--- config.mk ---
export PLATFORM = sky130hd
export DESIGN_NAME = phaseClock
export DESIGN_NICKNAME = d
export VERILOG_FILES = /design/src/design/ks10Pkg.sv /design/src/design/phaseClock.sv
export SDC_FILE = /design/constraint.sdc
export NUM_CORES = 1
export LEC_CHECK = 0
export CORE_AREA = 2 2 39 41
export DETAILED_ROUTE_END_ITERATION = 6
export DIE_AREA = 0 0 41 43
export DONT_BUFFER_PORTS = 1
export GPL_TIMING_DRIVEN = 1
export HOLD_SLACK_MARGIN = 0.12
export PLACE_DENSITY = 0.31
export SYNTH_ARGS = -nofsm -noshare
export SYNTH_HDL_FRONTEND = slang
export SYNTH_SLANG_ARGS = --single-unit
--- constraint.sdc ---
create_clock -name clk -period 1.7 [get_ports clk]
set_input_delay 0.085 -clock clk [delete_from_list [all_inputs] [get_ports clk]]
set_output_delay 0.085 -clock clk [all_outputs]
set_load 0.05 [all_outputs]
--- src/design/ks10Pkg.sv ---
//////////////////////////////////////////////////////////////////////
// Shared bus types for the backplane core. Word and address widths
// are fixed at 36 and 20 bits; only two bus masters are encoded.
//////////////////////////////////////////////////////////////////////

`default_nettype none

package ks10Pkg;

   //////////////////////////////////////////////////////////////////////
   // Data and address
   //////////////////////////////////////////////////////////////////////

   // One KS10 data word, bit 0 of the KS10 numbering is bit 35 here
   typedef logic [35:0] word_t;

   localparam int addrWidth = 20;             // Physical address width

   typedef logic [addrWidth-1:0] memAddr_t;   // Physical word address

   //////////////////////////////////////////////////////////////////////
   // Bus opcodes and requesters
   //////////////////////////////////////////////////////////////////////

   typedef enum logic
   {
      busRead  = 1'b0,
      busWrite = 1'b1
   } busOp_t;

   // Requester tag, carried with each grant and its response
   typedef enum logic
   {
      mstCsl = 1'b0,                          // Console
      mstUba = 1'b1                           // Unibus adapter
   } busMaster_t;

   //////////////////////////////////////////////////////////////////////
   // Request and response
   //////////////////////////////////////////////////////////////////////

   typedef struct packed
   {
      busOp_t   op;                           // Read or write
      memAddr_t addr;
      word_t    data;                         // Write data, ignored on reads
   } busReq_t;

   typedef struct packed
   {
      word_t data;                            // Zero on nxm
      logic  nxm;                             // Nonexistent memory
   } busResp_t;

   //////////////////////////////////////////////////////////////////////
   // Clock phases
   //////////////////////////////////////////////////////////////////////

   // Two adjacent bits high per phase, rotating right each step.
   // The top bit is the CPU clock.
   typedef enum logic [3:0]
   {
      phaseT1 = 4'b1001,
      phaseT2 = 4'b1100,
      phaseT3 = 4'b0110,
      phaseT4 = 4'b0011
   } phase_t;

endpackage

`default_nettype wire
--- src/design/phaseClock.sv ---
//////////////////////////////////////////////////////////////////////
// T1..T4 phase ring on the system clock. cslRst holds through the
// first full phase cycle after reset.
//////////////////////////////////////////////////////////////////////

`default_nettype none

module phaseClock
   import ks10Pkg::*;
(
   input  logic   clk,
   input  logic   rst,
   output phase_t phase,
   output logic   cpuClk,
   output logic   cslRst
);

   //////////////////////////////////////////////////////////////////////
   // Phase ring and console reset
   //////////////////////////////////////////////////////////////////////

   always_ff @(posedge clk)
   begin
      if (rst)
      begin
         phase  <= phaseT1;
         cslRst <= 1'b1;
      end
      else
      begin
         case (phase)
            phaseT1: phase <= phaseT2;
            phaseT2: phase <= phaseT3;
            phaseT3: phase <= phaseT4;
            phaseT4:
            begin
               phase  <= phaseT1;
               cslRst <= 1'b0;         // First full cycle done
            end
            default: phase <= phaseT1;  // Recover from a bad encoding
         endcase
      end
   end

   // High in T1 and T2
   assign cpuClk = phase[3];

endmodule

`default_nettype wire

==> metrics.log, run 1 <==
[metrics] run status: complete, no violations
[metrics] max cap viols: 0
[metrics] Skew-Pair Late Insertion Delay: 0.24 ns
[metrics] DRC violation count after routing: 0
[metrics] First-pass DRT Iterations: 1
[metrics] number of nets with antenna violations after routing: 0
[metrics] cell count after synthesis: 16
[metrics] Sink Count: 5
[metrics] total core area: around 0.0014 mm^2
[metrics] count of unique library cells instantiated by Yosys: 8
[metrics] count of inserted antenna diode cells: 0
[metrics] standard-cell row count: 14
[metrics] Max-Slew Margin vs Limit: 0.666
[metrics] Static Leak: 0.107 nW
[metrics] count of vias placed by the detailed router: 146
[metrics] final setup skew: roughly 0.0046 ns
[metrics] detailed-route wire length: 343 um
[metrics] number of global-route vias before repair: 150
[metrics] vias per cell: about 3.7
[metrics] overall track demand over capacity in global routing: 0.0603
[metrics] number of buffer cells added on primary ports: 0
[metrics] Worst Path Buf+Inv: 1
[metrics] ratio of cells with drive above 1 in the final layout: 0.292
[metrics] min-delay worst type: register to register
[metrics] weighted congestion at the end of routability-driven global placement: between 0.6 and 0.7
[metrics] post-CTS clock slew at the launch and capture registers of the worst setup and hold paths: ~0.040 ns
[metrics] initial cell density of the core: 0.126
[metrics] I/O pin cnt: 8
[metrics] startpoint kind of the worst setup timing path: register
[metrics] initial antenna violation count: 0
[metrics] filler instances: between 150 and 200
[metrics] worst reg2reg setup slack: ~0.85 ns
[metrics] pin count of the biggest net entering global routing: 6
[metrics] x dimension of the die: 41 um
[metrics] part of the cycle the worst path needs: 0.616
[metrics] critical path cell sequence: buf_4
[metrics] gate family responsible for the most delay along the worst path: flip-flops
[metrics] CTS Buf Count: 3
[metrics] worst path required time: around 1.6 ns
[metrics] total overflow reported by the global router: 0
[metrics] total of cells resized after clock tree synthesis: 0
[metrics] TNS Setup: 0 ns
[metrics] Worst Tran Pin Value: roughly 0.5 ns
[metrics] setup-violating endpoint count in the final report: 0
[metrics] clk buf depth: 2
[metrics] highest clock frequency the design can meet: around 950 MHz
[metrics] library cell contributing the largest single delay on the critical path: sky130_fd_sc_hd__dfxtp_1
[metrics] synthesized area per cell: roughly 11 um^2
[metrics] number of levels the H-tree was split into: 1
[metrics] Layout Area Growth over Synthesis: 45.3%
[metrics] Period minus WS final: 1.05 ns
[metrics] first-pass GRT wire length: approximately 620 um
[metrics] delay of the slowest critical-path stage: roughly 0.40 ns
[metrics] post-synth top area cell: sky130_fd_sc_hd__dfxtp_1
[metrics] Post-Syn Nets: 18
[metrics] worst setup path category: register to output pin
[metrics] number of synthesis warnings: 0
[metrics] data arrival time of the worst path: about 0.96 ns
[metrics] synthesized area: about 170 um^2
[metrics] number of design-rule violations left by the first detailed-router iteration: 0
[metrics] category of the worst setup path capture point: output pin
[metrics] post-synth top area share: 0.576
[metrics] unrepaired setup endpoints after global routing: false
[metrics] height of the die: 43 um
[metrics] max-slew violation count: 0
[metrics] area enclosed by the die boundary: about 0.0018 mm^2
[metrics] detail-routed net length per standard cell: roughly 8.6 um
[metrics] CTS root buffer: sky130_fd_sc_hd__clkbuf_4
[metrics] power per standard cell area: ~2100 mW/mm^2
[metrics] number of storage elements in the synthesis netlist: 5
[metrics] Hold Slack: around 0.45 ns
[metrics] Total Nets Final: 27
[metrics] final hold violations: 0
[metrics] TritonCTS clock tree: built
[metrics] Max rail drop VDD: ~670 uV
[metrics] maximum fanout encountered on the critical timing path: 5
[metrics] largest cells by area after synthesis: sky130_fd_sc_hd__dfxtp_1, sky130_fd_sc_hd__xor2_1, sky130_fd_sc_hd__and3_1
[metrics] register area share after synthesis: 0.576
repair_timing:
item,4_1_cts,5_1_grt
hold endpoints to repair,5,0
hold buffers,1,0
endpoints found under the setup margin,0,0
buffers inserted,0,0
worst paths after layout:
path / startpoint / endpoint / cells past startpoint
max: phase[3] / phase[3] / 1
min reg2reg: phase[3] / phase[0] / 1
max reg2reg: cslRst / cslRst / 1
min: phase[3] / phase[0] / 1
cell type report:
cell class | instances | area, um^2 | share of cell area
Multi-Input combinational cell | 10 | 66.3 | 0.262
Timing Repair Buffer | 5 | 40.0 | 0.158
Clock buffer | 4 | 26.3 | 0.104
Sequential cell | 5 | 100 | 0.396
Tap cell | 16 | 20.0 | 0.0792
flip-flops by register name, summed over array words and instances (netlist names):
name,flops
cslRst,1
phase,4
per-stage QoR:
stage	utilization	cell area, um^2	instances	setup slack, ns	power, mW
4_1_cts	0.183	253	40	0.643	0.552
5_1_grt	0.183	253	40	0.603	0.585
3_5_place_dp	0.156	216	35	0.848	0.411
6_report	0.183	253	40	0.652	0.542
3_3_place_gp	0.156	216	35	0.854	0.407
2_1_floorplan	-	174	16	0.587	0.351
cells in the mapped netlist:
cell	count
sky130_fd_sc_hd__and3_1	2
sky130_fd_sc_hd__dfxtp_1	5
sky130_fd_sc_hd__nand3_1	2
sky130_fd_sc_hd__a21o_1	1
sky130_fd_sc_hd__nor2_1	2
sky130_fd_sc_hd__nand4bb_1	1
sky130_fd_sc_hd__buf_4	1
sky130_fd_sc_hd__xor2_1	2
per-layer routing:
metal  global-route usage  wire length, um  vias to the layer above
met4               0.0200                0                        0
li1                     -                -                       70
met1               0.0548              141                       67
met5                    0                0                        -
met3               0.0838               53                        0
met2               0.0750              148                        9
cells in the final DEF, fill, tap and decap left out:
cell type	n
sky130_fd_sc_hd__dfxtp_1	5
sky130_fd_sc_hd__buf_4	4
sky130_fd_sc_hd__clkbuf_4	3
sky130_fd_sc_hd__xor2_1	2
sky130_fd_sc_hd__nor2_1	2
sky130_fd_sc_hd__and3_1	2
sky130_fd_sc_hd__nand3_1	2
sky130_fd_sc_hd__nand4bb_1	1
sky130_fd_sc_hd__a21o_1	1
sky130_fd_sc_hd__clkbuf_1	1
sky130_fd_sc_hd__dlygate4sd3_1	1
report_power, final:
group | total [mW] | internal, mW | switching, mW
logic | 0.220 | 0.0693 | 0.151
registers | 0.190 | 0.149 | 0.0406
clock network | 0.133 | 0.0885 | 0.0441
total | 0.542 | 0.307 | 0.235
cell families after synthesis:
| logic type | after synthesis | share of synthesized area |
|---|---|---|
| DFF | 5 | 0.576 |
| buffers and inverters | 1 | 0.0432 |
| xor gates and xnor gates | 2 | 0.101 |
| AOI/OAI and AO/OA | 1 | 0.0432 |
| and+or+nand+nor | 7 | 0.237 |
No activity file was read; power rests on OpenSTA's default activity.
==> run 2: changes to the inputs <==
--- a/config.mk
+++ b/config.mk
@@ -11,7 +11,7 @@
 export DONT_BUFFER_PORTS = 1
 export GPL_TIMING_DRIVEN = 1
 export HOLD_SLACK_MARGIN = 0.12
-export PLACE_DENSITY = 0.31
+export PLACE_DENSITY = 0.32
 export SYNTH_ARGS = -nofsm -noshare
 export SYNTH_HDL_FRONTEND = slang
 export SYNTH_SLANG_ARGS = --single-unit
==> constraint.sdc (replaced) <==
create_clock -name clk -period 0.9 [get_ports clk]
set_input_delay 0.045 -clock clk [delete_from_list [all_inputs] [get_ports clk]]
set_output_delay 0.045 -clock clk [all_outputs]
set_load 0.05 [all_outputs]
==> run 2 against run 1 <==
Against the previous run:
- global-route usage up 0.49 points
- critical endpoint unchanged
- non-clock buffer count up 1
- die area is the same
- critical path type unchanged
- cell count increased by 2.5%
==> metrics.log, run 2 (synthesis gave the netlist of run 1 again) <==
[metrics] Period minus WS final: 0.857 ns
[metrics] power per standard cell area: 3850 mW/mm^2 (+79%)
[metrics] Worst setup startpoint: phase[3]
[metrics] reg2reg start: phase[3]
[metrics] capture point of the critical path: phase[3]
[metrics] Layout Area Growth over Synthesis: 61.2%
[metrics] height of the die: 43 um (unchanged)
[metrics] area enclosed by the die boundary: 0.00176 mm^2 (unchanged)
[metrics] highest-utilization routing layer at the global route stage: met4
[metrics] setup-violating endpoint count in the final report: 0 (unchanged)
[metrics] pre-CTS setup slack: 0.0838 ns (-0.764 ns)
[metrics] delay of the slowest critical-path stage: 0.37 ns (-0.03 ns)
[metrics] hpwl dp: approximately 270 um
[metrics] register ranked first by flip-flop count: phase
[metrics] part of the cycle the worst path needs: 0.953
[metrics] highest clock frequency the design can meet: approximately 1200 MHz
[metrics] Worst Tran Pin Value: 0.173 ns (-0.327 ns)
[metrics] max reg flops: 4 (unchanged)
[metrics] initial antenna violation count: 0 (unchanged)
[metrics] commonest non-fill, non-tap cells in the layout: sky130_fd_sc_hd__buf_4, sky130_fd_sc_hd__clkbuf_4, sky130_fd_sc_hd__dfxtp_4
[metrics] worst setup path category: register to output pin
[metrics] overall track demand over capacity in global routing: 0.0652 (+0.00489)
[metrics] max cap viols: 0 (unchanged)
[metrics] CTS Buf Count: 3 (unchanged)
[metrics] min-delay worst type: register to register
[metrics] area occupied by multi-input gates: 66.3 um^2 (unchanged)
[metrics] reg-to-reg critical path endpoint: cslRst
[metrics] met3 routing resource usage after global routing: 0.0471 (-0.0366)
[metrics] count of inserted antenna diode cells: 0 (unchanged)
[metrics] setup slack after layout: 0.0427 ns (-0.609 ns)
[metrics] Static Leak: 0.116 nW (+8.1%)
[metrics] final hold violations: 0 (unchanged)
[metrics] total overflow reported by the global router: 0 (unchanged)
[metrics] gate family responsible for the most delay along the worst path: flip-flops
[metrics] initial cell density of the core: 0.126 (unchanged)
[metrics] filler instances: 151 (-1.3%)
[metrics] count of vias placed by the detailed router: 156 (+6.8%)
[metrics] clk buf depth: 2 (unchanged)
[metrics] Worst Path Buf+Inv: 1 (unchanged)
[metrics] number of design-rule violations left by the first detailed-router iteration: 6 (+6)
[metrics] Max rail drop VDD: 1640 uV (+150%)
[metrics] Max-Slew Margin vs Limit: 0.884 (+0.218)
[metrics] standard-cell row count: 14 (unchanged)
[metrics] Total Nets Final: 28 (+3.7%)
[metrics] number of nets with antenna violations after routing: 0 (unchanged)
[metrics] post-CTS clock slew at the launch and capture registers of the worst setup and hold paths: 0.05 ns (about the same)
[metrics] unrepaired setup endpoints after global routing: false
[metrics] global-route met2 utilization: 0.0625 (-0.0125)
[metrics] I/O pin cnt: 8 (unchanged)
[metrics] library cell contributing the largest single delay on the critical path: sky130_fd_sc_hd__dfxtp_4
[metrics] weighted congestion at the end of routability-driven global placement: 0.681 (-0.80%)
[metrics] TritonCTS clock tree: built
[metrics] critical path cell sequence: buf_8
[metrics] DRC violation count after routing: 0 (unchanged)
[metrics] vias per cell: 3.80 (+4.2%)
[metrics] maximum fanout encountered on the critical timing path: 5 (unchanged)
[metrics] total core area: 0.00138 mm^2 (unchanged)
[metrics] r2r worst-path depth: 2 (+1)
[metrics] CTS root buffer: sky130_fd_sc_hd__clkbuf_4
[metrics] First-pass DRT Iterations: 3 (+2)
[metrics] worst reg2reg setup slack: 0.07 ns (-0.78 ns)
[metrics] Hold Crit Start: phase[2]
[metrics] final setup skew: 0.00357 ns (-0.00104 ns)
[metrics] detailed-route wire length: 408 um (+19%)
[metrics] first-pass GRT wire length: 655 um (+5.5%)
[metrics] category of the worst setup path capture point: output pin
[metrics] run status: complete, no violations
[metrics] global-route track usage on met1: 0.0769 (+0.0221)
[metrics] max-slew violation count: 0 (unchanged)
[metrics] pin count of the biggest net entering global routing: 6 (unchanged)
[metrics] Skew-Pair Late Insertion Delay: 0.24 ns (about the same)
[metrics] most common cell after layout, fill and taps aside: sky130_fd_sc_hd__buf_4
[metrics] startpoint kind of the worst setup timing path: register
[metrics] number of levels the H-tree was split into: 1 (unchanged)
[metrics] Post-CTS Setup Inserts: 0 (unchanged)
[metrics] number of cells on the critical path: 1 (unchanged)
[metrics] data arrival time of the worst path: 0.81 ns (-0.15 ns)
[metrics] Largest regs: phase x4, cslRst x1
[metrics] worst path required time: 0.85 ns (-0.77 ns)
[metrics] detail-routed net length per standard cell: 9.95 um (+16%)
[metrics] TNS Setup: 0 ns (unchanged)
[metrics] x dimension of the die: 41 um (unchanged)
[metrics] Sink Count: 5 (unchanged)
[metrics] area used by sequential logic in the layout: 113 um^2 (+13%)
[metrics] ratio of cells with drive above 1 in the final layout: 0.480 (+0.188)
[metrics] number of global-route vias before repair: 157 (+4.7%)
[metrics] number of buffer cells added on primary ports: 0 (unchanged)
[run 2: changes by cell type in the layout (fill, tap and decap cells not counted), sizes merged]
cell | previous run | this run
buf | 4 | 5
[run 2: repair_timing]
action                     CTS  global route
resized for setup            1             1
setup endpoints to repair    2             2
hold endpoints to repair     5             0
hold buffers                 1             0
[run 2: per-layer routing]
layer / part of all wire / wire length [um] / up-vias
met4: 0.020 / 8 / 0
met1: 0.49 / 199 / 72
li1: - / - / 76
met5: 0 / 0 / -
met2: 0.43 / 174 / 6
met3: 0.064 / 26 / 2
[run 2: worst min path at each step]
stage,to,slack (ns),cells after the start
2_1_floorplan,cslRst,0.13,1
6_report,phase[3],0.43,1
3_3_place_gp,cslRst,0.14,1
5_1_grt,phase[3],0.46,1
3_5_place_dp,cslRst,0.14,1
4_1_cts,phase[3],0.43,1
[run 2: power breakdown]
part | switching, mW | internal (mW) | leakage (nW) | total (mW)
Sequential | 0.0780 | 0.305 | 0.0421 | 0.383
Combinational | 0.292 | 0.141 | 0.0590 | 0.432
Clock | 0.0956 | 0.168 | 0.0150 | 0.264
Total | 0.465 | 0.613 | 0.116 | 1.08
[run 2: area by class of cell]
type,count,share of cell area
clock buffers,4,0.0937
well taps,16,0.0714
repair buffers,6,0.196
flip-flops and latches,5,0.402
multi-input cells,10,0.237
[run 2: per-stage QoR]
step | util | instances | hold slack, ns | instance area (um^2) | power (mW)
2_1_floorplan | - | 16 | 0.131 | 186 | 0.688
3_3_place_gp | 0.171 | 36 | 0.136 | 236 | 0.805
3_5_place_dp | 0.171 | 36 | 0.137 | 236 | 0.801
4_1_cts | 0.200 | 41 | 0.434 | 277 | 1.09
5_1_grt | 0.203 | 41 | 0.459 | 280 | 1.15
6_report | 0.203 | 41 | 0.432 | 280 | 1.08
==> run 3: changes to the inputs <==
==> constraint.sdc (replaced) <==
create_clock -name clk -period 0.9 [get_ports clk]
set_input_delay 0 -clock clk [delete_from_list [all_inputs] [get_ports clk]]
set_output_delay 0 -clock clk [all_outputs]
set_load 0.05 [all_outputs]
==> run 3 against run 2 <==
Against the previous run:
- first-iteration DRC count stayed put
- die area stayed put
- core utilization is 0.27 points lower
- routed wire length is 0.49% higher
- critical path depth stayed put
- largest cell class unchanged
- highest routed layer unchanged
- combinational power is 0.9% lower
- non-clock buffer count stayed put
- via count stayed put
- final area is 1.3% lower
==> metrics.log, run 3 (synthesis gave the netlist of run 1 again) <==
[metrics] detail-routed net length per standard cell: 10.0 um (+0.49%)
[metrics] delay of the slowest critical-path stage: 0.36 ns (about the same)
[metrics] TNS Setup: 0 ns (unchanged)
[metrics] Worst Path Buf+Inv: 1 (unchanged)
[metrics] critical path cell sequence: buf_6
[metrics] TritonCTS clock tree: built
[metrics] Static Leak: 0.114 nW (-1.4%)
[metrics] max reg flops: 4 (unchanged)
[metrics] Period minus WS final: 0.832 ns (-0.0251 ns)
[metrics] number of design-rule violations left by the first detailed-router iteration: 6 (unchanged)
[metrics] max cap viols: 0 (unchanged)
[metrics] Worst Tran Pin Value: 0.205 ns (+0.0316 ns)
[metrics] highest-utilization routing layer at the global route stage: met4
[metrics] weighted congestion at the end of routability-driven global placement: 0.681 (unchanged)
[metrics] first-pass GRT wire length: 655 um (unchanged)
[metrics] x dimension of the die: 41 um (unchanged)
[metrics] gate family responsible for the most delay along the worst path: flip-flops
[metrics] unrepaired setup endpoints after global routing: false
[metrics] Layout Area Growth over Synthesis: 59.0%
[metrics] worst setup path category: register to output pin
[metrics] cell area after placement: 236 um^2 (unchanged)
[metrics] height of the die: 43 um (unchanged)
[metrics] Post-CTS Setup Inserts: 0 (unchanged)
[metrics] clk buf depth: 2 (unchanged)
[metrics] Skew-Pair Late Insertion Delay: 0.24 ns (about the same)
[metrics] setup-violating endpoint count in the final report: 0 (unchanged)
[metrics] Largest regs: phase x4, cslRst x1
[metrics] I/O pin cnt: 8 (unchanged)
[metrics] CTS Buf Count: 3 (unchanged)
[metrics] commonest non-fill, non-tap cells in the layout: sky130_fd_sc_hd__buf_4, sky130_fd_sc_hd__clkbuf_4, sky130_fd_sc_hd__dfxtp_4
[metrics] standard-cell row count: 14 (unchanged)
[metrics] Sink Count: 5 (unchanged)
[metrics] category of the worst setup path capture point: output pin
[metrics] most common cell after layout, fill and taps aside: sky130_fd_sc_hd__buf_4
[metrics] area enclosed by the die boundary: 0.00176 mm^2 (unchanged)
[metrics] number of buffer cells added on primary ports: 0 (unchanged)
[metrics] Max-Slew Margin vs Limit: 0.864 (-0.0203)
[metrics] total overflow reported by the global router: 0 (unchanged)
[metrics] final hold violations: 0 (unchanged)
[metrics] global-route met2 utilization: 0.0625 (unchanged)
[metrics] number of global-route vias before repair: 157 (unchanged)
[metrics] pin count of the biggest net entering global routing: 6 (unchanged)
[metrics] startpoint kind of the worst setup timing path: register
[metrics] hpwl dp: 274 um (unchanged)
[metrics] total core area: 0.00138 mm^2 (unchanged)
[metrics] maximum fanout encountered on the critical timing path: 5 (unchanged)
[metrics] data arrival time of the worst path: 0.83 ns (+0.02 ns)
[metrics] power per standard cell area: 3880 mW/mm^2 (+0.88%)
[metrics] summed area of non-filler cells in the final layout: 277 um^2 (-1.3%)
[metrics] post-CTS clock slew at the launch and capture registers of the worst setup and hold paths: 0.05 ns (about the same)
[metrics] count of vias placed by the detailed router: 156 (unchanged)
[metrics] initial antenna violation count: 0 (unchanged)
[metrics] met3 routing resource usage after global routing: 0.0471 (unchanged)
[metrics] register ranked first by flip-flop count: phase
[metrics] worst path required time: 0.90 ns (+0.05 ns)
[metrics] part of the cycle the worst path needs: 0.925 (-0.0279)
[metrics] min-delay worst type: register to register
[metrics] run status: complete, no violations
[metrics] count of inserted antenna diode cells: 0 (unchanged)
[metrics] ratio of cells with drive above 1 in the final layout: 0.480 (unchanged)
[metrics] overall track demand over capacity in global routing: 0.0652 (unchanged)
[metrics] vias per cell: 3.80 (unchanged)
[metrics] detailed-route wire length: 410 um (+0.49%)
[metrics] number of levels the H-tree was split into: 1 (unchanged)
[metrics] max-slew violation count: 0 (unchanged)
[metrics] highest clock frequency the design can meet: 1200 MHz (+3.0%)
[metrics] number of nets with antenna violations after routing: 0 (unchanged)
[metrics] global-route track usage on met1: 0.0769 (unchanged)
[metrics] library cell contributing the largest single delay on the critical path: sky130_fd_sc_hd__dfxtp_4
[metrics] initial cell density of the core: 0.126 (unchanged)
[metrics] First-pass DRT Iterations: 3 (unchanged)
[metrics] DRC violation count after routing: 0 (unchanged)
[metrics] Max rail drop VDD: 1630 uV (-0.60%)
[metrics] CTS root buffer: sky130_fd_sc_hd__clkbuf_4
[metrics] Total Nets Final: 28 (unchanged)
[metrics] final setup skew: 0.00357 ns (unchanged)
## run 3: cell counts in the layout (fill, tap and decap cells not counted)
No cell type changed its count.
## run 3: timing repair
item	in CTS	in global routing
hold endpoints to repair	5	0
setup endpoints to repair	2	0
hold buffers	1	0
gates resized for setup	1	0
## run 3: layout make-up
type                       count  area (um^2)
tap                           16         20.0
timing repair buffer           6         51.3
multi-input combinational     10         66.3
fill                         150         1110
sequential                     5          113
clock buffer                   4         26.3
## run 3: final timing paths
check | start | endpoint | slack [ns] | cells past startpoint
max | phase[3] | phase[3] | 0.07 | 1
min | phase[2] | phase[3] | 0.43 | 1
max reg2reg | phase[3] | cslRst | 0.08 | 2
min reg2reg | phase[2] | phase[3] | 0.43 | 1
## run 3: routing by layer
| metal | vias to the layer above | routed length [um] |
|---|---|---|
| li1 | 76 | - |
| met1 | 72 | 200 |
| met3 | 2 | 26 |
| met2 | 6 | 174 |
| met4 | 0 | 8 |
| met5 | - | 0 |
## run 3: per-stage QoR
stage | setup WS, ns | instances | hold WS, ns | power (mW) | util
4_1_cts | 0.0549 | 41 | 0.434 | 1.09 | 0.200
5_1_grt | 0.0316 | 41 | 0.454 | 1.14 | 0.200
3_5_place_dp | 0.0838 | 36 | 0.0919 | 0.801 | 0.171
6_report | 0.0678 | 41 | 0.432 | 1.07 | 0.200
3_3_place_gp | 0.0852 | 36 | 0.0910 | 0.805 | 0.171
2_1_floorplan | 0.000770 | 16 | 0.0860 | 0.688 | -
## run 3: where the power goes
| part | leakage [nW] | switching [mW] | internal [mW] |
|---|---|---|---|
| combinational | 0.0573 | 0.292 | 0.136 |
| clock | 0.0150 | 0.0956 | 0.168 |
| sequential | 0.0421 | 0.0770 | 0.305 |
